[src/cpu_config.svh]
`ifndef CPU_CONFIG_SVH
`define CPU_CONFIG_SVH

// ~~~~~~~~~~~~~~~~~~~~~~~~~~~~~~~~~~~~~~~~~~~~~~~~~~~~~~~~~~
// core sizes
// ~~~~~~~~~~~~~~~~~~~~~~~~~~~~~~~~~~~~~~~~~~~~~~~~~~~~~~~~~~

// data and instruction word width
`define CPU_DATA_W   32

// 32 registers
`define CPU_REG_AW   5

`define CPU_IMEM_AW  8  // 256 instruction words
`define CPU_DMEM_AW  8  // 256 data words

`endif

[src/register_file.sv]
`include "cpu_config.svh"

module register_file (
   input  logic                   clk,
   input  logic                   wr_en_i,
   input  logic [`CPU_REG_AW-1:0] wr_addr_i,
   input  logic [`CPU_DATA_W-1:0] wr_data_i,
   input  logic [`CPU_REG_AW-1:0] rd_addr0_i,
   input  logic [`CPU_REG_AW-1:0] rd_addr1_i,
   output logic [`CPU_DATA_W-1:0] rd_data0_o,
   output logic [`CPU_DATA_W-1:0] rd_data1_o
);

   logic [`CPU_DATA_W-1:0] regs [0:(1 << `CPU_REG_AW)-1];

   always_ff @(posedge clk) begin
      if (wr_en_i) begin
         regs[wr_addr_i] <= wr_data_i;
      end
   end

   // asynchronous read ports
   assign rd_data0_o = regs[rd_addr0_i];
   assign rd_data1_o = regs[rd_addr1_i];

endmodule

[config.mk]
export PLATFORM = sky130hd
export DESIGN_NAME = register_file
export DESIGN_NICKNAME = d
export VERILOG_FILES = /design/src/register_file.sv
export VERILOG_INCLUDE_DIRS = /design/src
export SDC_FILE = /design/constraint.sdc
export NUM_CORES = 1
export LEC_CHECK = 0
export ABC_CLOCK_PERIOD_IN_PS = 2950
export BUFFER_PORTS_ARGS = -buffer_cell sky130_fd_sc_hd__buf_2
export CAP_MARGIN = 30
export CORE_UTILIZATION = 40
export CTS_CLUSTER_DIAMETER = 30
export DETAILED_ROUTE_END_ITERATION = 10
export PLACE_DENSITY = 0.67
export SKIP_CTS_REPAIR_TIMING = 1
export SYNTH_ARGS = -nofsm -noshare
export SYNTH_HDL_FRONTEND = slang
export SYNTH_SLANG_ARGS = --single-unit
[constraint.sdc]
create_clock -name clk -period 2.95 [get_ports clk]
set_input_delay 0.295 -clock clk [delete_from_list [all_inputs] [get_ports clk]]
set_output_delay 0.295 -clock clk [all_outputs]
set_load 0.02 [all_outputs]
==> impl_metrics.env <==
export IMPL_status="completed"
export IMPL_powerDensity_mw_per_mm2=658
export IMPL_hold_path_startpoint="wr_data_i[14]"
export IMPL_synth_seq_area_share_pct=63.0
export IMPL_largest_reg_flops=1024
export IMPL_io_pins=113
export IMPL_required_ns=2.65
export IMPL_vias_per_cell=6.04
export IMPL_reg_top3="regs x1024"
export IMPL_globalRouteOverflowTotal=0
export IMPL_port_buffers=112
export IMPL_stdcell_count=5349
export IMPL_cts_root_buffer_cell="clkbuf_16"
export IMPL_crit_arrival_ns=2.48
export IMPL_hold_path_class="in2reg"
export IMPL_fin_nets=3646
export IMPL_cp_end_kind="output port"
export IMPL_cp_max_fo=2
export IMPL_syn_area_per_cell_sq_um=14.4
export IMPL_regMostFlops="regs"
export IMPL_syn_to_final_growth_pct=18.9
export IMPL_die_area_sq_mm=0.123
export IMPL_finalMaxSlewViolations=0
export IMPL_htreeDepth=4
export IMPL_rsz0062_at_grt="false"
export IMPL_final_cell_mix="mux2i_1 (1024), edfxtp_1 (1024), nand3_1 (194)"
export IMPL_drv_cap=0
export IMPL_finalWeightedCongestion=0.830
export IMPL_start_kind="flip-flop"
export IMPL_drt_pre_antenna_iters=7
export IMPL_max_stage_delay_ns=0.41
export IMPL_drive_gt1_share_pct=16.3
export IMPL_synthTopCellsByArea="edfxtp_1 (63%), mux2i_1 (21%), a22oi_1 (3.0%)"
export IMPL_die_h_um=351
export IMPL_antenna_found_initial=20
export IMPL_grt_pass1_wl_um=218000
export IMPL_slowest_stage="nand3_1"
export IMPL_ir_worst_vdd_mv=0.506
export IMPL_synth_top_cell_area_share_pct=63.0
export IMPL_wl_um=155000
export IMPL_clkSlewWorstSetupHoldPaths_ns=0.06
export IMPL_start_util_pct=40.5
export IMPL_numCtsBuffers=166
export IMPL_post_route_period_util_pct=94.0
export IMPL_synth_cell_type_count=23
export IMPL_post_route_util_pct=48.2
export IMPL_track_usage_pct=24.7
export IMPL_numClockSinks=1024
export IMPL_ant_nets=0
export IMPL_detailed_place_hpwl_um=88200
export IMPL_grt_pass1_vias=32500
export IMPL_core_region_area_sq_mm=0.120
export IMPL_syn_inst=3386
export IMPL_cts_tree="yes"
export IMPL_worstPathCellList="mux2i_1 > a22o_1 > nor3_1 > a31oi_1 > nand3_1 > buf_2"
export IMPL_fp_dieW_um=351
export IMPL_first_iter_violations=2883
export IMPL_startpoint="regs[3][8]$_DFFE_PP_"
export IMPL_cts_path_max_buffers=3
export IMPL_dp_cells=5041
export IMPL_worstSetupPathType="reg2out"
export IMPL_max_slew_worst_pin_slew_ns=0.868
export IMPL_dr_total_vias=32300
export IMPL_power_mw=38.2
export IMPL_yosysWarningCount=0
export IMPL_drc=0
export IMPL_syn_nets=3435
export IMPL_fin_setup_tns_ns=0
export IMPL_period_minus_slack_ns=2.77
export IMPL_ys_seq_elements=1024
export IMPL_grt_max_degree=68
export IMPL_hold_viol=0
export IMPL_yosysTopAreaCell="edfxtp_1"
export IMPL_drt_wirelength_per_cell_um=28.9
export IMPL_p_leak_nw=21.6
export IMPL_row_count=127
export IMPL_setup_viol=0
export IMPL_fmax_mhz=361
export IMPL_slew_headroom_pct=42.2
export IMPL_fill_cells=10300
export IMPL_syn_area_sq_mm=0.0488
==> final cells by class <==
| class | instances | area [sq um] | share of cell area, % |
|---|---|---|---|
| Antenna cell | 4 | 10.0 | 0.0172 |
| Clock buffer | 186 | 4230 | 7.29 |
| Clock inverter | 118 | 1260 | 2.16 |
| Multi-Input combinational cell | 2109 | 16800 | 28.9 |
| Sequential cell | 1024 | 30700 | 53.0 |
| Tap cell | 1612 | 2020 | 3.48 |
| Timing Repair Buffer | 296 | 2990 | 5.15 |
==> cells in the mapped netlist (all sizes together) <==
library cell and instances:
a21oi 192, or2 2, clkbuf 90, buf 163
nand3b 5, nand2 195, or3b 3, a22oi 192
or3 1, edfxtp 1024, nand3 194, nand2b 4
nor2 35, nor3 64, a22o 128, and2 2
nor2b 4, mux2i 1024, a31oi 64
==> power breakdown <==
| group | total (mW) | internal [mW] | switching, mW |
|---|---|---|---|
| sequential | 16.3 | 16.2 | 0.0762 |
| clock | 18.8 | 11.6 | 7.21 |
| combinational | 3.12 | 1.10 | 2.03 |
==> critical path: cells and delay by family (launching register included) <==
| kind | cells | cell delay (ns) |
|---|---|---|
| and+or+nand+nor | 2 | 0.47 |
| AOI/OAI and AO/OA | 2 | 0.39 |
| DFF | 1 | 0.38 |
| buffers and inverters | 1 | 0.31 |
| muxes | 1 | 0.18 |
==> metrics by stage <==
stage	instance area (sq um)	setup slack, ns	hold slack (ns)
after global routing	58000	0.0730	0.0330
after global placement	52500	0.439	0.790
final	58000	0.176	0.0164
after floorplan	48800	0.221	0.394
after CTS	58000	0.225	-0.0164
after detailed placement	52500	0.442	0.794
==> metal layers <==
| metal | GRT usage [%] | routed length, um | up-vias |
|---|---|---|---|
| met2 | 40.3 | 73100 | 1633 |
| met4 | 12.2 | 7210 | 24 |
| li1 | - | - | 13900 |
| met3 | 6.04 | 14600 | 422 |
| met1 | 30.5 | 59700 | 16300 |
| met5 | 0 | 156 | - |
==> final timing paths <==
check	end	slack, ns	depth (start not counted)
min	regs[15][14]$_DFFE_PP_	0.02	1
max	rd_data1_o[8]	0.18	6
==> logic make-up (layout without fill, tap and decap cells) <==
| group | count (synthesis) | count (layout) | share of synthesized area [%] |
|---|---|---|---|
| flops | 1024 | 1024 | 63.0 |
| compound gates | 576 | 576 | 8.04 |
| simple gates | 509 | 509 | 4.71 |
| mux | 1024 | 1024 | 21.0 |
| buf+inv | 253 | 600 | 3.21 |
| other cells | 0 | 4 | 0 |
Note: power is estimated with default switching activity, not from simulation.
