==> src/cpu_config.svh <==
`ifndef CPU_CONFIG_SVH
`define CPU_CONFIG_SVH

// ~~~~~~~~~~~~~~~~~~~~~~~~~~~~~~~~~~~~~~~~~~~~~~~~~~~~~~~~~~
// core sizes
// ~~~~~~~~~~~~~~~~~~~~~~~~~~~~~~~~~~~~~~~~~~~~~~~~~~~~~~~~~~

// data and instruction word width
`define CPU_DATA_W   32

// 32 registers
`define CPU_REG_AW   5

`define CPU_IMEM_AW  8  // 256 instruction words
`define CPU_DMEM_AW  8  // 256 data words

`endif

==> src/isa_pkg.sv <==
package isa_pkg;

   // ~~~~~~~~~~~~~~~~~~~~~~~~~~~~~~~~~~~~~~~~~~~~~~~~~~~~~~~~~~
   // instruction types, bits 31..27
   // ~~~~~~~~~~~~~~~~~~~~~~~~~~~~~~~~~~~~~~~~~~~~~~~~~~~~~~~~~~
   typedef enum logic [4:0] {
      INSTR_LOAD_IMMEDIATE = 5'd1,
      INSTR_LOAD           = 5'd2,
      INSTR_STORE          = 5'd3,
      INSTR_ALU_OP         = 5'd4,
      INSTR_JUMP           = 5'd5,
      INSTR_HALT           = 5'd6
   } instr_type_e;

   // alu opcodes, bits 11..8
   typedef enum logic [3:0] {
      ALU_ADD = 4'd0,
      ALU_SUB = 4'd1,
      ALU_AND = 4'd2,
      ALU_OR  = 4'd3,
      ALU_XOR = 4'd4,
      ALU_SLL = 4'd5,
      ALU_SRL = 4'd6,
      ALU_SLT = 4'd7   // signed compare
   } alu_op_e;

   // field positions
   localparam int TYPE_MSB = 31;
   localparam int TYPE_LSB = 27;
   localparam int RD_MSB   = 26;
   localparam int RD_LSB   = 22;
   localparam int RS0_MSB  = 21;
   localparam int RS0_LSB  = 17;
   localparam int RS1_MSB  = 16;
   localparam int RS1_LSB  = 12;
   localparam int OP_MSB   = 11;
   localparam int OP_LSB   = 8;
   localparam int IMM_MSB  = 16;   // overlaps rs1, only one is used per type
   localparam int IMM_LSB  = 0;
   localparam int IMM_W    = IMM_MSB - IMM_LSB + 1;

endpackage

==> src/ctrl_pkg.sv <==
package ctrl_pkg;

   // ~~~~~~~~~~~~~~~~~~~~~~~~~~~~~~~~~~~~~~~~~~~~~~~~~~~~~~~~~~
   // execution stages
   // ~~~~~~~~~~~~~~~~~~~~~~~~~~~~~~~~~~~~~~~~~~~~~~~~~~~~~~~~~~
   // one instruction in flight, each stage lasts one cycle
   typedef enum logic [2:0] {
      STAGE_IDLE            = 3'd0,
      STAGE_FETCH           = 3'd1,
      STAGE_DECODE          = 3'd2,
      STAGE_EXECUTE         = 3'd3,
      STAGE_MEMORY          = 3'd4,
      STAGE_REGISTER_UPDATE = 3'd5,
      STAGE_HALTED          = 3'd6
   } stage_e;

endpackage

==> src/register_file_control.sv <==
`include "cpu_config.svh"

module register_file_control (
   input  ctrl_pkg::stage_e        stage_i,
   input  isa_pkg::instr_type_e    instr_type_i,
   input  logic [`CPU_REG_AW-1:0]  rd_i,
   input  logic [`CPU_REG_AW-1:0]  rs0_i,
   input  logic [`CPU_REG_AW-1:0]  rs1_i,
   input  logic [`CPU_DATA_W-1:0]  imm_i,
   input  logic [`CPU_DATA_W-1:0]  alu_result_i,
   input  logic [`CPU_DATA_W-1:0]  load_data_i,
   output logic [`CPU_REG_AW-1:0]  write_addr_o,
   output logic [`CPU_DATA_W-1:0]  write_data_o,
   output logic                    write_enable_o,
   output logic [`CPU_REG_AW-1:0]  read_reg_0_o,
   output logic [`CPU_REG_AW-1:0]  read_reg_1_o
);

   logic updates_reg_file;

   // ~~~~~~~~~~~~~~~~~~~~~~~~~~~~~~~~~~~~~~~~~~~~~~~~~~~~~~~~~~
   // register port selection per instruction type
   // ~~~~~~~~~~~~~~~~~~~~~~~~~~~~~~~~~~~~~~~~~~~~~~~~~~~~~~~~~~
   always_comb begin
      write_addr_o     = '0;
      write_data_o     = '0;
      read_reg_0_o     = '0;
      read_reg_1_o     = '0;
      updates_reg_file = 1'b0;
      case (instr_type_i)
         isa_pkg::INSTR_LOAD_IMMEDIATE: begin
            write_addr_o     = rd_i;
            write_data_o     = imm_i;
            updates_reg_file = 1'b1;
         end
         isa_pkg::INSTR_LOAD: begin
            write_addr_o     = rd_i;
            write_data_o     = load_data_i;
            read_reg_0_o     = rs0_i;   // memory address
            updates_reg_file = 1'b1;
         end
         isa_pkg::INSTR_ALU_OP: begin
            write_addr_o     = rd_i;
            write_data_o     = alu_result_i;
            read_reg_0_o     = rs0_i;
            read_reg_1_o     = rs1_i;
            updates_reg_file = 1'b1;
         end
         // store: data, address / jump: condition, target
         isa_pkg::INSTR_STORE,
         isa_pkg::INSTR_JUMP: begin
            read_reg_0_o = rs0_i;
            read_reg_1_o = rs1_i;
         end
         default: begin
            updates_reg_file = 1'b0;   // halt and unused codes
         end
      endcase
   end

   assign write_enable_o = (stage_i == ctrl_pkg::STAGE_REGISTER_UPDATE) && updates_reg_file;

endmodule

==> config.mk <==
export PLATFORM = sky130hd
export DESIGN_NAME = register_file_control
export DESIGN_NICKNAME = d
export VERILOG_FILES = /design/src/isa_pkg.sv /design/src/ctrl_pkg.sv /design/src/register_file_control.sv
export VERILOG_INCLUDE_DIRS = /design/src
export SDC_FILE = /design/constraint.sdc
export NUM_CORES = 1
export LEC_CHECK = 0
export ABC_AREA = 1
export BUFFER_PORTS_ARGS = -buffer_cell sky130_fd_sc_hd__buf_2
export CAP_MARGIN = 0
export CORE_AREA = 3 3 64 66
export DETAILED_ROUTE_END_ITERATION = 10
export DIE_AREA = 0 0 67 69
export PLACE_DENSITY = 0.88
export SYNTH_ARGS = -nofsm -noshare
export SYNTH_HDL_FRONTEND = slang
export SYNTH_SLANG_ARGS = --single-unit
==> constraint.sdc <==
create_clock -name vclk -period 1.7
set_clock_uncertainty 0.05 [all_clocks]
set_input_delay 0.17 -clock vclk [all_inputs]
set_output_delay 0.17 -clock vclk [all_outputs]
set_load 0.02 [all_outputs]
==> flow_metrics.py, run 1 <==
metrics = {
    "routing": {
        "wl_per_cell_um": 12.42,
        "dr.pass1.iters": 4,
        "drt_iter0_markers": 85,
        "postRouteWirelength_um": 5044,
        "via_per_inst": 4.990,
        "vias": 2026,
        "route.detailed.drc": 0,
        "drt.antenna.violating_nets": 0,
    },
    "cells_and_area": {
        "final_util": 0.5203,
        "drive_gt1_frac": 0.5307,
        "nClkBuffers": 0,
        "regArea_sq_um": 0,
        "fin_nets": 479,
        "multi_input_area_sq_um": 840.8,
        "areaGrowthSynthToFinish_pct": 88.64,
        "fillers": 373,
        "diodes": 0,
        "flops_and_latches": 0,
    },
    "hold_path": {
        "hold-path-cell-count": 4,
        "hold_end": "read_reg_1_o[0]",
        "hold_class": "in2out",
        "hp-start": "rs1_i[0]",
    },
    "die": {
        "dieHeight_um": 69,
        "core-area_sq_mm": 0.003633,
        "die-width_um": 67,
        "start_util": 0.2758,
        "ioPinCount": 167,
        "rows": 22,
        "die_area_sq_mm": 0.004623,
    },
    "grt": {
        "grtUsageTotal": 0.2011,
        "grt_pass1_wl_um": 7879,
        "overflow": 0,
        "grt_max_degree": 18,
        "grt_pass1_vias": 1905,
        "antenna_found_initial": 0,
    },
    "timing": {
        "min_period_ns": 1.562,
        "fin_setup_tns_ns": 0,
        "relSlewSlack": 0.7979,
        "hold_violations": 0,
        "setup_slack_ns": 0.1378,
        "setup_violations": 0,
        "worstMarginPinSlew_ns": 0.3021,
        "rsz0062_at_grt": "false",
        "drv_slew": 0,
        "fin_crit_sh": 0.9189,
        "fmax_ghz": 0.6401,
        "timing.hold.ws_ns": 0.5899,
    },
    "critical_path": {
        "cp.required_ns": 1.48,
        "critical_path_class": "in2out",
        "worst_setup_path_start_kind": "primary input",
        "crit_fanout": 15,
        "arrival_ns": 1.34,
        "end_kind": "output pin",
    },
    "power_and_ir_drop": {
        "finalPower_uw": 345.8,
        "irDropWorstVdd_mv": 0.1030,
        "powerDensity_mw_per_mm2": 182.9,
        "leakagePower_uw": 0.001222,
    },
    "clocking": {
        "cts_resized": 0,
        "hold_buffers": 0,
        "cts_setup_buffers": 0,
    },
    "yosys": {
        "yosys.area_share.adder": 0,
        "syn_avg_cell_area_sq_um": 5.087,
        "synthCells": 197,
        "synth_compound_area_frac": 0.05119,
        "synth_cell_types": 16,
        "synth_top_family_by_area": "simple AND/OR/NAND/NOR gates",
        "synthTopCellsByCount": "67 x nand3_1, 41 x nand2_1, 32 x nand4_1",
        "yosysTopAreaCell": "nand3_1",
        "synthTopCellsByArea": "nand3_1 33%, nand4_1 20%, nand2_1 15%, inv_1 5.2%, buf_4 4.5%",
        "synth_xor_area_frac": 0,
        "synthSimpleGateAreaFrac": 0.7878,
        "ys_warn_count": 0,
        "yosys.area.top_type_share": 0.3346,
        "syn-num-nets": 316,
        "mappedNetlistArea_sq_mm": 0.001002,
        "synthMuxAreaShare": 0,
        "yosys.cell_count.top_type": "nand3_1",
        "seq_area_frac_synth": 0,
    },
    "job": {
        "drv_cap": 0,
    },
    "placed_design": {
        "pre_cts_ws_ns": 0.1379,
        "io_buffers": 167,
        "gp_congestion": 0.8417,
        "post-dp-hpwl_um": 4177,
    },
    "status": {
        "run_status": "finished, final reports clean",
    },
}
[power breakdown]
| part | internal, uW | switching [uW] | leakage [uW] |
|---|---|---|---|
| clock network | 0 | 0 | 0 |
| logic | 158 | 188 | 0.00122 |
| registers | 0 | 0 | 0 |
[worst max-delay path by stage]
stage	startpoint	end	slack (ns)	cells after the start
after floorplan	instr_type_i[3]	write_addr_o[0]	0.29	5
final	instr_type_i[3]	write_data_o[13]	0.14	8
after detailed placement	instr_type_i[3]	write_data_o[13]	0.14	8
after global routing	instr_type_i[3]	write_data_o[12]	0.02	8
after CTS	instr_type_i[3]	write_data_o[13]	0.14	8
after global placement	instr_type_i[3]	write_data_o[13]	0.18	8
[area by class of cell]
type,count,area share
multi-input cells,162,0.4447
well taps,48,0.03177
inverters,17,0.03375
repair buffers,179,0.4897
[through the flow]
| step | std cells | cell area (sq um) |
|---|---|---|
| after floorplan | 197 | 1002 |
| after global placement | 406 | 1891 |
| after detailed placement | 406 | 1891 |
| after CTS | 406 | 1891 |
| after global routing | 406 | 1891 |
| final | 406 | 1891 |
[cell usage in the layout (no fill, tap or decap), types with 2 or more instances in the layout]
cell,netlist,final
inv_1,14,14
nand3_2,2,2
a21boi_0,5,5
nor2_1,7,7
nand4_1,32,32
nand3_1,67,67
buf_2,6,167
buf_4,6,12
nor2_2,2,2
nand2_1,41,41
nor2_4,3,3
inv_2,3,3
[kinds of logic (layout without fill, tap and decap cells)]
group                  after synthesis  count (layout)
AO/OA/AOI/OAI                        7               7
AND/OR/NAND/NOR                    155             155
buffers and inverters               35             196
[per-layer routing]
layer	wire, um	share of wire	vias up	global-route usage
li1	-	-	1020	-
met4	70	0.014	0	0.03378
met1	1755	0.35	872	0.2178
met3	561	0.11	8	0.01954
met5	0	0	-	0
met2	2658	0.53	126	0.4028
[critical path: stages]
cell and delay, ns:
buf_2 0.11, nor2_1 0.19, nand2_1 0.14, inv_1 0.14
buf_4 0.22, nand3_1 0.11, nand3_1 0.10, buf_2 0.16
No activity file was read; power rests on OpenSTA's default activity.
==> run 2: changes to the inputs <==
==> constraint.sdc (replaced) <==
create_clock -name vclk -period 1.9
set_clock_uncertainty 0.05 [all_clocks]
set_input_delay 0.19 -clock vclk [all_inputs]
set_output_delay 0.19 -clock vclk [all_outputs]
set_load 0.02 [all_outputs]
==> run 2 against run 1 <==
  * Combinational power down 10%
  * Power down 10%
  * Critical path depth unchanged
  * Global-route usage down 0.13 points
  * First-iteration DRC count down 14%
  * Die area unchanged
  * Wire length down 0.52%
  * Via count up 0.35%
==> flow_metrics.py, run 2 (synthesis results as in run 1) <==
metrics = {
    "routing": {
        "route.detailed.drc": 0,
        "via_per_inst": 5.020,
        "drt.antenna.violating_nets": 0,
        "dr.pass1.iters": 4,
        "postRouteWirelength_um": 5018,
        "vias": 2033,
        "wl_per_cell_um": 12.39,
        "drt_iter0_markers": 73,
    },
    "timing": {
        "rsz0062_at_grt": "false",
        "worstMarginPinSlew_ns": 0.3405,
        "drv_slew": 0,
        "fin_crit_sh": 0.8285,
        "timing.hold.ws_ns": 0.6301,
        "setup_violations": 0,
        "fmax_ghz": 0.6352,
        "hold_violations": 0,
        "relSlewSlack": 0.7727,
        "fin_setup_tns_ns": 0,
        "setup_slack_ns": 0.3258,
        "min_period_ns": 1.574,
    },
    "power_and_ir_drop": {
        "seq_power_share": 0,
        "switchingPower_uw": 169.7,
        "leakagePower_uw": 0.001217,
        "powerDensity_mw_per_mm2": 164.5,
        "pwr-share-comb": 1.000,
        "finalPower_uw": 309.8,
        "p_sw_frac": 0.5479,
        "irDropWorstVdd_mv": 0.08740,
        "clockPowerShare": 0,
        "internal_power_uw": 140.1,
    },
    "grt": {
        "grtUsageTotal": 0.1998,
        "antenna_found_initial": 0,
        "grt_pass1_vias": 1879,
        "grt_pass1_wl_um": 7776,
        "grt_max_degree": 19,
        "overflow": 0,
    },
    "clocking": {
        "hold_buffers": 0,
        "cts_resized": 0,
        "cts_setup_buffers": 0,
    },
    "job": {
        "drv_cap": 0,
    },
    "cells_and_area": {
        "fin_nets": 478,
        "flops_and_latches": 0,
        "final_common_cell": "buf_2",
        "final_util": 0.5183,
        "multi_input_area_sq_um": 840.8,
        "fillers": 390,
        "nClkBuffers": 0,
        "diodes": 0,
        "areaGrowthSynthToFinish_pct": 87.89,
        "drive_gt1_frac": 0.5294,
        "final_cell_mix": "167 x buf_2, 67 x nand3_1, 41 x nand2_1",
        "regArea_sq_um": 0,
    },
    "critical_path": {
        "arrival_ns": 1.33,
        "end_kind": "output pin",
        "crit_fanout": 17,
        "critical_path_class": "in2out",
        "cp.required_ns": 1.66,
        "worst_setup_path_start_kind": "primary input",
    },
    "placed_design": {
        "io_buffers": 167,
        "gp_congestion": 0.8212,
        "post-dp-hpwl_um": 4113,
        "pre_cts_ws_ns": 0.3201,
    },
    "die": {
        "rows": 22,
        "die_area_sq_mm": 0.004623,
        "start_util": 0.2758,
        "ioPinCount": 167,
        "core-area_sq_mm": 0.003633,
        "die-width_um": 67,
        "dieHeight_um": 69,
    },
    "status": {
        "run_status": "finished, final reports clean",
    },
    "hold_path": {
        "hold_class": "in2out",
    },
}
[run 2: worst max-delay path, stage by stage]
cell,delay [ns]
buf_2,0.11
nor2_1,0.17
nand2_1,0.14
inv_1,0.13
buf_4,0.22
nand3_1,0.09
nand3_1,0.10
buf_2,0.17
[run 2: cell type report]
class / instances / share of cell area
inverter: 17 / 0.03389
tap: 48 / 0.03189
timing repair buffer: 178 / 0.4877
multi-input combinational: 162 / 0.4465
[run 2: through the flow]
| step | instance area [sq um] | std cells |
|---|---|---|
| finish | 1883 | 405 |
| global route | 1883 | 405 |
| CTS | 1883 | 405 |
| detailed placement | 1883 | 405 |
| global placement | 1883 | 405 |
| floorplan | 1002 | 197 |
[run 2: final timing paths]
path,start,end,slack [ns],cells after the start
worst max-delay path,instr_type_i[3],write_data_o[4],0.33,8
worst min-delay path,rs1_i[2],read_reg_1_o[2],0.63,4
[run 2: per-layer routing]
metal / share of wire / wire, um / GRT usage / up-vias
met3: 0.085 / 428 / 0.02443 / 6
met1: 0.38 / 1915 / 0.2227 / 898
met4: 0.0054 / 27 / 0.01802 / 0
met5: 0 / 0 / 0 / -
met2: 0.53 / 2646 / 0.3974 / 107
li1: - / - / - / 1022
[run 2: power by group through the flow]
stage               clock network [uW]  registers [uW]  logic [uW]
floorplan                            0               0         135
global placement                     0               0         305
detailed placement                   0               0         309
CTS                                  0               0         310
global route                         0               0         340
finish                               0               0         310
