<file path="src/cpu_config.svh">
`ifndef CPU_CONFIG_SVH
`define CPU_CONFIG_SVH

// ~~~~~~~~~~~~~~~~~~~~~~~~~~~~~~~~~~~~~~~~~~~~~~~~~~~~~~~~~~
// core sizes
// ~~~~~~~~~~~~~~~~~~~~~~~~~~~~~~~~~~~~~~~~~~~~~~~~~~~~~~~~~~

// data and instruction word width
`define CPU_DATA_W   32

// 32 registers
`define CPU_REG_AW   5

`define CPU_IMEM_AW  8  // 256 instruction words
`define CPU_DMEM_AW  8  // 256 data words

`endif

</file>
<file path="src/isa_pkg.sv">
package isa_pkg;

   // ~~~~~~~~~~~~~~~~~~~~~~~~~~~~~~~~~~~~~~~~~~~~~~~~~~~~~~~~~~
   // instruction types, bits 31..27
   // ~~~~~~~~~~~~~~~~~~~~~~~~~~~~~~~~~~~~~~~~~~~~~~~~~~~~~~~~~~
   typedef enum logic [4:0] {
      INSTR_LOAD_IMMEDIATE = 5'd1,
      INSTR_LOAD           = 5'd2,
      INSTR_STORE          = 5'd3,
      INSTR_ALU_OP         = 5'd4,
      INSTR_JUMP           = 5'd5,
      INSTR_HALT           = 5'd6
   } instr_type_e;

   // alu opcodes, bits 11..8
   typedef enum logic [3:0] {
      ALU_ADD = 4'd0,
      ALU_SUB = 4'd1,
      ALU_AND = 4'd2,
      ALU_OR  = 4'd3,
      ALU_XOR = 4'd4,
      ALU_SLL = 4'd5,
      ALU_SRL = 4'd6,
      ALU_SLT = 4'd7   // signed compare
   } alu_op_e;

   // field positions
   localparam int TYPE_MSB = 31;
   localparam int TYPE_LSB = 27;
   localparam int RD_MSB   = 26;
   localparam int RD_LSB   = 22;
   localparam int RS0_MSB  = 21;
   localparam int RS0_LSB  = 17;
   localparam int RS1_MSB  = 16;
   localparam int RS1_LSB  = 12;
   localparam int OP_MSB   = 11;
   localparam int OP_LSB   = 8;
   localparam int IMM_MSB  = 16;   // overlaps rs1, only one is used per type
   localparam int IMM_LSB  = 0;
   localparam int IMM_W    = IMM_MSB - IMM_LSB + 1;

endpackage

</file>
<file path="src/ctrl_pkg.sv">
package ctrl_pkg;

   // ~~~~~~~~~~~~~~~~~~~~~~~~~~~~~~~~~~~~~~~~~~~~~~~~~~~~~~~~~~
   // execution stages
   // ~~~~~~~~~~~~~~~~~~~~~~~~~~~~~~~~~~~~~~~~~~~~~~~~~~~~~~~~~~
   // one instruction in flight, each stage lasts one cycle
   typedef enum logic [2:0] {
      STAGE_IDLE            = 3'd0,
      STAGE_FETCH           = 3'd1,
      STAGE_DECODE          = 3'd2,
      STAGE_EXECUTE         = 3'd3,
      STAGE_MEMORY          = 3'd4,
      STAGE_REGISTER_UPDATE = 3'd5,
      STAGE_HALTED          = 3'd6
   } stage_e;

endpackage

</file>
<file path="src/stage_sequencer.sv">
module stage_sequencer (
   input  logic                 clk,
   input  logic                 rst_n_i,
   input  logic                 start_i,
   input  isa_pkg::instr_type_e instr_type_i,
   output ctrl_pkg::stage_e     stage_o,
   output logic                 busy_o,
   output logic                 halted_o
);

   ctrl_pkg::stage_e stage_q;
   ctrl_pkg::stage_e stage_d;

   always_comb begin
      stage_d = stage_q;
      case (stage_q)
         ctrl_pkg::STAGE_IDLE,
         ctrl_pkg::STAGE_HALTED: begin
            if (start_i) begin
               stage_d = ctrl_pkg::STAGE_FETCH;
            end
         end
         ctrl_pkg::STAGE_FETCH:   stage_d = ctrl_pkg::STAGE_DECODE;
         ctrl_pkg::STAGE_DECODE: begin
            if (instr_type_i == isa_pkg::INSTR_HALT) begin
               stage_d = ctrl_pkg::STAGE_HALTED;   // halt never executes
            end else begin
               stage_d = ctrl_pkg::STAGE_EXECUTE;
            end
         end
         ctrl_pkg::STAGE_EXECUTE: stage_d = ctrl_pkg::STAGE_MEMORY;
         ctrl_pkg::STAGE_MEMORY:  stage_d = ctrl_pkg::STAGE_REGISTER_UPDATE;
         ctrl_pkg::STAGE_REGISTER_UPDATE: stage_d = ctrl_pkg::STAGE_FETCH;
         default: stage_d = ctrl_pkg::STAGE_IDLE;
      endcase
   end

   always_ff @(posedge clk) begin
      if (!rst_n_i) begin
         stage_q <= ctrl_pkg::STAGE_IDLE;
      end else begin
         stage_q <= stage_d;
      end
   end

   assign stage_o  = stage_q;
   assign busy_o   = (stage_q != ctrl_pkg::STAGE_IDLE) && (stage_q != ctrl_pkg::STAGE_HALTED);
   assign halted_o = stage_q == ctrl_pkg::STAGE_HALTED;

endmodule

</file>
<file path="config.mk">
export PLATFORM = sky130hd
export DESIGN_NAME = stage_sequencer
export DESIGN_NICKNAME = d
export VERILOG_FILES = /design/src/cpu_config.svh /design/src/isa_pkg.sv /design/src/ctrl_pkg.sv /design/src/stage_sequencer.sv
export SDC_FILE = /design/constraint.sdc
export NUM_CORES = 1
export LEC_CHECK = 0
export ABC_CLOCK_PERIOD_IN_PS = 1500
export BUFFER_PORTS_ARGS = -buffer_cell sky130_fd_sc_hd__buf_2
export CORE_AREA = 10 10 47 49
export CTS_BUF_LIST = sky130_fd_sc_hd__clkbuf_4 sky130_fd_sc_hd__clkbuf_8 sky130_fd_sc_hd__clkbuf_16
export CTS_CLUSTER_DIAMETER = 40
export DETAILED_ROUTE_END_ITERATION = 10
export DIE_AREA = 0 0 57 59
export GPL_ROUTABILITY_DRIVEN = 0
export HOLD_SLACK_MARGIN = 0.05
export MAX_ROUTING_LAYER = met4
export PLACE_DENSITY = 0.37
export REMOVE_ABC_BUFFERS = 1
export SLEW_MARGIN = 20
export SYNTH_ARGS = -nofsm -noshare
export SYNTH_HDL_FRONTEND = slang
export SYNTH_SLANG_ARGS = --single-unit
</file>
<file path="constraint.sdc">
create_clock -name clk -period 1.5 [get_ports clk]
set_input_delay 0.225 -clock clk [delete_from_list [all_inputs] [get_ports clk]]
set_output_delay 0.225 -clock clk [all_outputs]
set_load 0.05 [all_outputs]
</file>
==> results of run 1 <==
[routing by layer]
metal / up-vias / GRT usage
met4: 0 / 0.0201
met2: 10 / 0.0574
met3: 0 / 0.0322
li1: 117 / -
met5: - / -
met1: 96 / 0.0496
[power groups by stage]
stage          sequential [W]  clock, W  combinational, W
2_1_floorplan        0.000220         0          0.000167
3_3_place_gp         0.000149         0          0.000319
3_5_place_dp         0.000151         0          0.000317
4_1_cts              0.000152  0.000167          0.000365
5_1_grt              0.000157  0.000178          0.000386
6_report             0.000151  0.000159          0.000361
[cells in the final DEF, fill, tap and decap left out, drive strengths merged, types with 2 or more instances in the layout]
cell type / instances
buf: 14
clkbuf: 4
inv: 3
dfxtp: 3
nor2: 2
nand2b: 2
a211oi: 2
[synth_stat cells]
cell type	number	area, um2
sky130_fd_sc_hd__clkbuf_1	1	3.75
sky130_fd_sc_hd__o311a_1	1	10.0
sky130_fd_sc_hd__or3_1	1	6.26
sky130_fd_sc_hd__o221a_2	1	11.3
sky130_fd_sc_hd__o21a_1	1	7.51
sky130_fd_sc_hd__nor3b_1	1	7.51
sky130_fd_sc_hd__o31a_1	1	8.76
sky130_fd_sc_hd__dfxtp_1	3	60.1
sky130_fd_sc_hd__a211oi_1	2	15.0
sky130_fd_sc_hd__inv_1	3	11.3
sky130_fd_sc_hd__and2b_1	1	7.51
sky130_fd_sc_hd__xnor2_1	1	8.76
sky130_fd_sc_hd__nand2b_4	2	27.5
sky130_fd_sc_hd__o31ai_1	1	7.51
sky130_fd_sc_hd__nor2_1	2	7.51
sky130_fd_sc_hd__and3_1	1	6.26
[what timing repair did]
action | in CTS | in global routing
setup endpoints to repair | 1 | 1
hold buffers | 0 | 0
buffers inserted | 2 | 0
resized for setup | 4 | 1
pin swaps | 1 | 0
[final cells by class]
class | count | area, um2 | share of cell area
clock buffer | 4 | 30.0 | 0.0892
inverter | 3 | 11.3 | 0.0335
multi-input combinational | 16 | 131 | 0.390
sequential | 3 | 62.6 | 0.186
tap | 16 | 20.0 | 0.0595
timing repair buffer | 14 | 81.3 | 0.242
[kinds of logic after synthesis]
| kind of cell | synth area share |
|---|---|
| buf+inv | 0.0727 |
| flops | 0.291 |
| xor+xnor | 0.0424 |
| simple gates | 0.303 |
| compound gates | 0.291 |
[critical path, delay by kind of cell, from the launching register on]
| kind | cells | cell delay [ps] |
|---|---|---|
| simple gates | 2 | 520 |
| flops | 1 | 340 |
| buf+inv | 1 | 160 |
[worst min-delay path by stage]
stage            start    endpoint  slack [ps]
2_1_floorplan  rst_n_i  stage_o[1]         340
3_3_place_gp   rst_n_i  stage_o[1]         480
3_5_place_dp   rst_n_i  stage_o[1]         480
4_1_cts        rst_n_i  stage_o[1]         240
5_1_grt        rst_n_i  stage_o[1]         250
6_report       rst_n_i  stage_o[1]         240
[through the flow]
step	std cells	instance area [um2]	hold slack (ps)	util
2_1_floorplan	22	203	342	-
3_3_place_gp	50	283	479	0.202
3_5_place_dp	50	283	476	0.202
4_1_cts	56	337	236	0.240
5_1_grt	56	337	246	0.240
6_report	56	337	241	0.240
==> flow_summary.yaml, run 1 <==
global_route:
  globalRouteTotalUtil: 0.0443
  via_count_of_the_first_global_routing_pass: 258
  initial_antenna_violation_count: 0
  grt_overflow: 0
  grt_max_degree: 9
  grt_first_pass_wirelength_um: 1100
critical_path:
  crit-reg2reg-capture: "stage_o[0]"
  arrival_ps: 1260
  critPathCapture: "busy_o"
  crit_path_start_kind: "flop"
  start_point_of_the_critical_path: "stage_o[2]"
  r2r.worst_path.cells: 4
  crit_path_max_fanout: 4
  path_cells: "and2b_1 > or3_1 > buf_6"
  cp.required_ps: 1270
  worstSetupPathType: "reg -> out"
  worst-r2r-setup-slack_ps: 320
  critical_path.reg2reg.startpoint: "stage_o[2]"
  critPathMaxStageDelay_ps: 340
  critical_path.endpoint_type: "primary output"
  crit_slowest_cell: "sky130_fd_sc_hd__dfxtp_2"
clock_tree:
  clkSlewWorstSetupHoldPaths_ps: 40
  numCtsBuffers: 3
  insertion_delay_ps: 230
  cts_sinks: 3
  tritoncts: "done"
  cts-htree-levels: 1
  cts_root_buffer: "sky130_fd_sc_hd__clkbuf_4"
  clk_path_buf_depth: 2
route:
  drt_first_pass_iters: 4
  drtIter0Drc: 4
  drt-total-wl_um: 653
  met2_length_um: 252
  drtAntennaViolNets: 0
  post_drt_via_cell_ratio: 3.98
  drt-wirelength-per-cell_um: 11.7
  met1_length_um: 369
  route.vias.total: 223
  wl_met3_um: 31
  route.detailed.drc: 0
  top_layer_used: "met3"
power:
  power.share.sequential: 0.225
  post-layout-total-power_w: 0.000671
  p_leak_nw: 0.178
  power_per_cell_area_mw_per_mm2: 1990
  clockPowerShare: 0.237
  internal-power_w: 0.000364
  p_sw_w: 0.000307
  power_frac_comb: 0.538
  ir_worst_vdd_mv: 0.398
  proportion_of_total_power_due_to_net_switching: 0.457
floorplanning:
  core.rowCount: 14
  dieWidth_um: 57
  placeableCoreArea_mm2: 0.00140
  ios: 13
  start_util: 0.147
  design.die.area_mm2: 0.00336
  chipHeight_um: 59
timing:
  postLayoutSetupSlackWorst_ps: 15.6
  number_of_setup_violations_in_the_final_report: 0
  layout_worst_path_cycle_share: 0.990
  final_worst_path_period_need_ps: 1480
  finalClockSkew_ps: 2.81
  max_clock_freq_ghz: 0.674
  count_of_pins_over_their_slew_limit: 0
  worst-slew-pin-transition_ps: 263
  fin_tns_setup_ps: 0
  slew_headroom: 0.825
  rsz0062_at_grt: "true"
  report.final.hold_viol_count: 0
yosys:
  synth_cells: 23
  synth.yosys.warnings: 0
  synthDistinctLibCells: 16
  synthesis.area_per_instance_um2: 8.98
  syn_area_um2: 206
  yosys_register_bits: 3
  seq_area_frac_synth: 0.291
layout:
  fillCellCount: 174
  drive_above_1_share: 0.600
  final_nets: 49
  diodes: 0
  largest_register_ffs: 3
  area_added_between_synthesis_and_finish_pct: 63.0
placement:
  port_buffers: 12
  place.detailed.hpwl_um: 548
  pre_cts_slack_ps: 122
min_path:
  worst_hold_path_type: "in -> reg"
  hold_depth: 2
job:
  max_cap_violations: 0
status:
  outcome: "finished clean"
Note: power is estimated with default switching activity, not from simulation.
==> run 2: changes to the inputs <==
--- a/config.mk
+++ b/config.mk
@@ -7,6 +7,8 @@
 export LEC_CHECK = 0
 export ABC_CLOCK_PERIOD_IN_PS = 1500
 export BUFFER_PORTS_ARGS = -buffer_cell sky130_fd_sc_hd__buf_2
+export CELL_PAD_IN_SITES_DETAIL_PLACEMENT = 1
+export CELL_PAD_IN_SITES_GLOBAL_PLACEMENT = 1
 export CORE_AREA = 10 10 47 49
 export CTS_BUF_LIST = sky130_fd_sc_hd__clkbuf_4 sky130_fd_sc_hd__clkbuf_8 sky130_fd_sc_hd__clkbuf_16
 export CTS_CLUSTER_DIAMETER = 40
@@ -15,7 +17,7 @@
 export GPL_ROUTABILITY_DRIVEN = 0
 export HOLD_SLACK_MARGIN = 0.05
 export MAX_ROUTING_LAYER = met4
-export PLACE_DENSITY = 0.37
+export PLACE_DENSITY = 0.48
 export REMOVE_ABC_BUFFERS = 1
 export SLEW_MARGIN = 20
 export SYNTH_ARGS = -nofsm -noshare
==> flow_summary.yaml, run 2 (synthesis results as in run 1) <==
placement:
  dpl-instance-area_um2: 283
  pre_cts_slack_ps: 139
  place.detailed.hpwl_um: 602
  port_buffers: 12
global_route:
  initial_antenna_violation_count: 0
  grt_max_degree: 9
  globalRouteTotalUtil: 0.0581
  grt_overflow: 0
  grt_first_pass_wirelength_um: 1440
  via_count_of_the_first_global_routing_pass: 294
layout:
  drive_above_1_share: 0.651
  leading_cell_type_in_the_layout_fill_and_taps_excluded: "sky130_fd_sc_hd__buf_2"
  fin_area_um2: 365
  fillCellCount: 186
  largest_register_ffs: 3
  area_added_between_synthesis_and_finish_pct: 77.0
  final_nets: 52
  utilization: 0.261
  diodes: 0
  layout_common_cells: "sky130_fd_sc_hd__buf_2, sky130_fd_sc_hd__buf_4, sky130_fd_sc_hd__clkbuf_4"
timing:
  max_clock_freq_ghz: 0.675
  slew_headroom: 0.833
  final_worst_path_period_need_ps: 1480
  finalClockSkew_ps: 1.10
  number_of_setup_violations_in_the_final_report: 0
  count_of_pins_over_their_slew_limit: 0
  worst-slew-pin-transition_ps: 249
  layout_worst_path_cycle_share: 0.988
  report.final.hold_viol_count: 0
  finalHoldWorstSlack_ps: 255
  rsz0062_at_grt: "true"
  postLayoutSetupSlackWorst_ps: 18.0
floorplanning:
  dieWidth_um: 57
  chipHeight_um: 59
  core.rowCount: 14
  placeableCoreArea_mm2: 0.00140
  design.die.area_mm2: 0.00336
  start_util: 0.147
  ios: 13
critical_path:
  cp.required_ps: 1270
  crit_path_start_kind: "flop"
  arrival_ps: 1260
  crit_path_max_fanout: 3
  worst-r2r-setup-slack_ps: 200
  critical_path.endpoint_type: "primary output"
  worstSetupPathType: "reg -> out"
clock_tree:
  clkSlewWorstSetupHoldPaths_ps: 40
  insertion_delay_ps: 230
  cts_sinks: 3
  cts-htree-levels: 1
  tritoncts: "done"
  cts_root_buffer: "sky130_fd_sc_hd__clkbuf_4"
  clk_path_buf_depth: 2
  numCtsBuffers: 3
route:
  wl_met3_um: 33
  drt_first_pass_iters: 3
  post_drt_via_cell_ratio: 4.32
  drtAntennaViolNets: 0
  top_layer_used: "met3"
  route.vias.total: 255
  drt-wirelength-per-cell_um: 14.5
  route.detailed.drc: 0
  drt-total-wl_um: 854
  drtIter0Drc: 1
  met1_length_um: 440
  met2_length_um: 379
power:
  ir_worst_vdd_mv: 0.706
  p_leak_nw: 0.195
  power_per_cell_area_mw_per_mm2: 2030
  post-layout-total-power_w: 0.000740
min_path:
  worst_hold_path_type: "in -> reg"
status:
  outcome: "finished clean"
job:
  max_cap_violations: 0
==> run 2: repair_timing <==
| action | in CTS | in global routing |
|---|---|---|
| setup endpoints to repair | 1 | 2 |
| gates resized for setup | 5 | 3 |
| pin swaps | 1 | 0 |
| buffers inserted | 4 | 1 |
| hold buffers | 0 | 0 |
==> run 2: through the flow <==
stage,instances,TNS [ps]
2_1_floorplan,22,-195
3_3_place_gp,50,0
3_5_place_dp,50,0
4_1_cts,58,0
5_1_grt,59,-12.9
6_report,59,0
==> run 2: power breakdown <==
group	switching, W	total [W]	internal, W
clock network	0.0000412	0.000159	0.000118
registers	0.0000365	0.000150	0.000113
logic	0.000251	0.000432	0.000180
total	0.000329	0.000740	0.000411
==> run 2: worst max-delay path, stage by stage (launching register included) <==
cell                      delay [ps]
sky130_fd_sc_hd__dfxtp_4         350
sky130_fd_sc_hd__and2b_1         180
sky130_fd_sc_hd__or3_1           330
sky130_fd_sc_hd__buf_6           170
==> run 2: path summary, 6_finish.rpt <==
kind | from | endpoint | depth (start not counted)
max | stage_o[2] | busy_o | 3
min | rst_n_i | stage_o[1] | 2
max reg2reg | stage_o[2] | stage_o[0] | 5
min reg2reg | stage_o[0] | stage_o[2] | 1
==> run 2: area by class of cell <==
type	instances	area, um2	share of cell area
tap	16	20.0	0.0548
timing repair buffer	17	104	0.284
sequential	3	68.8	0.188
multi-input combinational	16	131	0.360
inverter	3	11.3	0.0308
clock buffer	4	30.0	0.0822
==> run 2: metal layers <==
layer	global-route usage	up-vias
met5	-	-
met3	0.0193	0
met4	0.0503	0
met2	0.0775	11
met1	0.0675	119
li1	-	125
==> run 3: changes to the inputs <==
--- a/config.mk
+++ b/config.mk
@@ -6,7 +6,7 @@
 export NUM_CORES = 1
 export LEC_CHECK = 0
 export ABC_CLOCK_PERIOD_IN_PS = 1500
-export BUFFER_PORTS_ARGS = -buffer_cell sky130_fd_sc_hd__buf_2
+export BUFFER_PORTS_ARGS = -buffer_cell sky130_fd_sc_hd__clkbuf_2
 export CELL_PAD_IN_SITES_DETAIL_PLACEMENT = 1
 export CELL_PAD_IN_SITES_GLOBAL_PLACEMENT = 1
 export CORE_AREA = 10 10 47 49
@@ -14,7 +14,7 @@
 export CTS_CLUSTER_DIAMETER = 40
 export DETAILED_ROUTE_END_ITERATION = 10
 export DIE_AREA = 0 0 57 59
-export GPL_ROUTABILITY_DRIVEN = 0
+export GPL_ROUTABILITY_DRIVEN = 1
 export HOLD_SLACK_MARGIN = 0.05
 export MAX_ROUTING_LAYER = met4
 export PLACE_DENSITY = 0.48
==> flow_summary.yaml, run 3 (synthesis results as in run 1) <==
layout:
  largest_register_ffs: 3
  layout_common_cells: "sky130_fd_sc_hd__clkbuf_2, sky130_fd_sc_hd__buf_4, sky130_fd_sc_hd__clkbuf_4"
  diodes: 0
  leading_cell_type_in_the_layout_fill_and_taps_excluded: "sky130_fd_sc_hd__clkbuf_2"
  drive_above_1_share: 0.659
  fin_area_um2: 375
  area_added_between_synthesis_and_finish_pct: 81.8
  final_nets: 53
route:
  drt-total-wl_um: 781
  drtAntennaViolNets: 0
  route.vias.total: 247
  drt_first_pass_iters: 2
  route.detailed.drc: 0
  drt-wirelength-per-cell_um: 13.0
  post_drt_via_cell_ratio: 4.12
  drtIter0Drc: 2
clock_tree:
  hold_buffers: 0
  tritoncts: "done"
  clkSlewWorstSetupHoldPaths_ps: 40
  clk_path_buf_depth: 2
  cts-htree-levels: 1
  numCtsBuffers: 3
  insertion_delay_ps: 230
  cts_root_buffer: "sky130_fd_sc_hd__clkbuf_4"
  cts_sinks: 3
global_route:
  grt_max_degree: 7
  via_count_of_the_first_global_routing_pass: 291
  grt_overflow: 0
  grt_first_pass_wirelength_um: 1390
  initial_antenna_violation_count: 0
  globalRouteTotalUtil: 0.0568
floorplanning:
  placeableCoreArea_mm2: 0.00140
  dieWidth_um: 57
  core.rowCount: 14
  chipHeight_um: 59
  ios: 13
  start_util: 0.147
  design.die.area_mm2: 0.00336
placement:
  place_congestion: 0.851
  dpl-instance-area_um2: 298
  port_buffers: 12
  place.detailed.hpwl_um: 593
status:
  outcome: "finished clean"
timing:
  rsz0062_at_grt: "true"
  number_of_setup_violations_in_the_final_report: 0
  report.final.hold_viol_count: 0
  finalClockSkew_ps: 2.25
  worst-slew-pin-transition_ps: 285
  max_clock_freq_ghz: 0.674
  count_of_pins_over_their_slew_limit: 0
  final_worst_path_period_need_ps: 1480
  layout_worst_path_cycle_share: 0.989
  slew_headroom: 0.811
critical_path:
  worstSetupPathType: "reg -> out"
  crit_path_max_fanout: 3
  arrival_ps: 1260
  critical_path.endpoint_type: "primary output"
  crit_path_start_kind: "flop"
  cp.required_ps: 1270
power:
  ir_worst_vdd_mv: 0.520
  p_leak_nw: 0.199
  power_per_cell_area_mw_per_mm2: 2020
  post-layout-total-power_w: 0.000757
min_path:
  worst_hold_path_type: "in -> reg"
job:
  max_cap_violations: 0
## run 3: what timing repair did
action                                  in CTS  in global routing
pin swaps                                    1                  0
endpoints found under the hold margin        0                  0
gates resized for setup                      5                  2
endpoints found under the setup margin       1                  1
buffers inserted                             2                  2
## run 3: final cells by class
cell class | instances | area (um2)
Fill cell | 174 | 1030
Multi-Input combinational cell | 16 | 136
Timing Repair Buffer | 18 | 115
Sequential cell | 3 | 62.6
Clock buffer | 4 | 30.0
Tap cell | 16 | 20.0
Inverter | 3 | 11.3
## run 3: per-layer routing
layer | global-route usage | up-vias | wire (um)
met5 | - | - | 0
met1 | 0.0581 | 106 | 371
li1 | - | 128 | -
met2 | 0.0806 | 13 | 330
met3 | 0.0579 | 0 | 79
met4 | 0 | 0 | 0
## run 3: power breakdown
| group | total, W | internal, W | switching [W] | leakage [nW] |
|---|---|---|---|---|
| Sequential | 0.000135 | 0.000107 | 0.0000282 | 0.0255 |
| Combinational | 0.000458 | 0.000206 | 0.000252 | 0.155 |
| Clock | 0.000163 | 0.000118 | 0.0000452 | 0.0184 |
## run 3: worst paths after layout
kind,cells past startpoint,from,slack [ps],end
max reg2reg,5,stage_o[2],210,stage_o[0]
min,2,rst_n_i,240,stage_o[1]
min reg2reg,1,stage_o[0],610,stage_o[2]
max,3,stage_o[2],20,busy_o
## run 3: metrics by stage
| stage | worst slack [ps] | instances | hold WS, ps | setup TNS (ps) | util |
|---|---|---|---|---|---|
| 3_5_place_dp | 94.2 | 52 | 488 | 0 | 0.213 |
| 4_1_cts | -11.9 | 58 | 234 | -11.9 | 0.253 |
| 5_1_grt | -31.7 | 60 | 248 | -31.7 | 0.268 |
| 3_3_place_gp | 130 | 52 | 483 | 0 | 0.213 |
| 2_1_floorplan | -195 | 22 | 342 | -195 | - |
| 6_report | 17.0 | 60 | 244 | 0 | 0.268 |
## run 3: worst max-delay path, stage by stage (launching register included)
cell                      delay (ps)
sky130_fd_sc_hd__dfxtp_2         340
sky130_fd_sc_hd__and2b_1         190
sky130_fd_sc_hd__or3_4           330
sky130_fd_sc_hd__buf_8           160
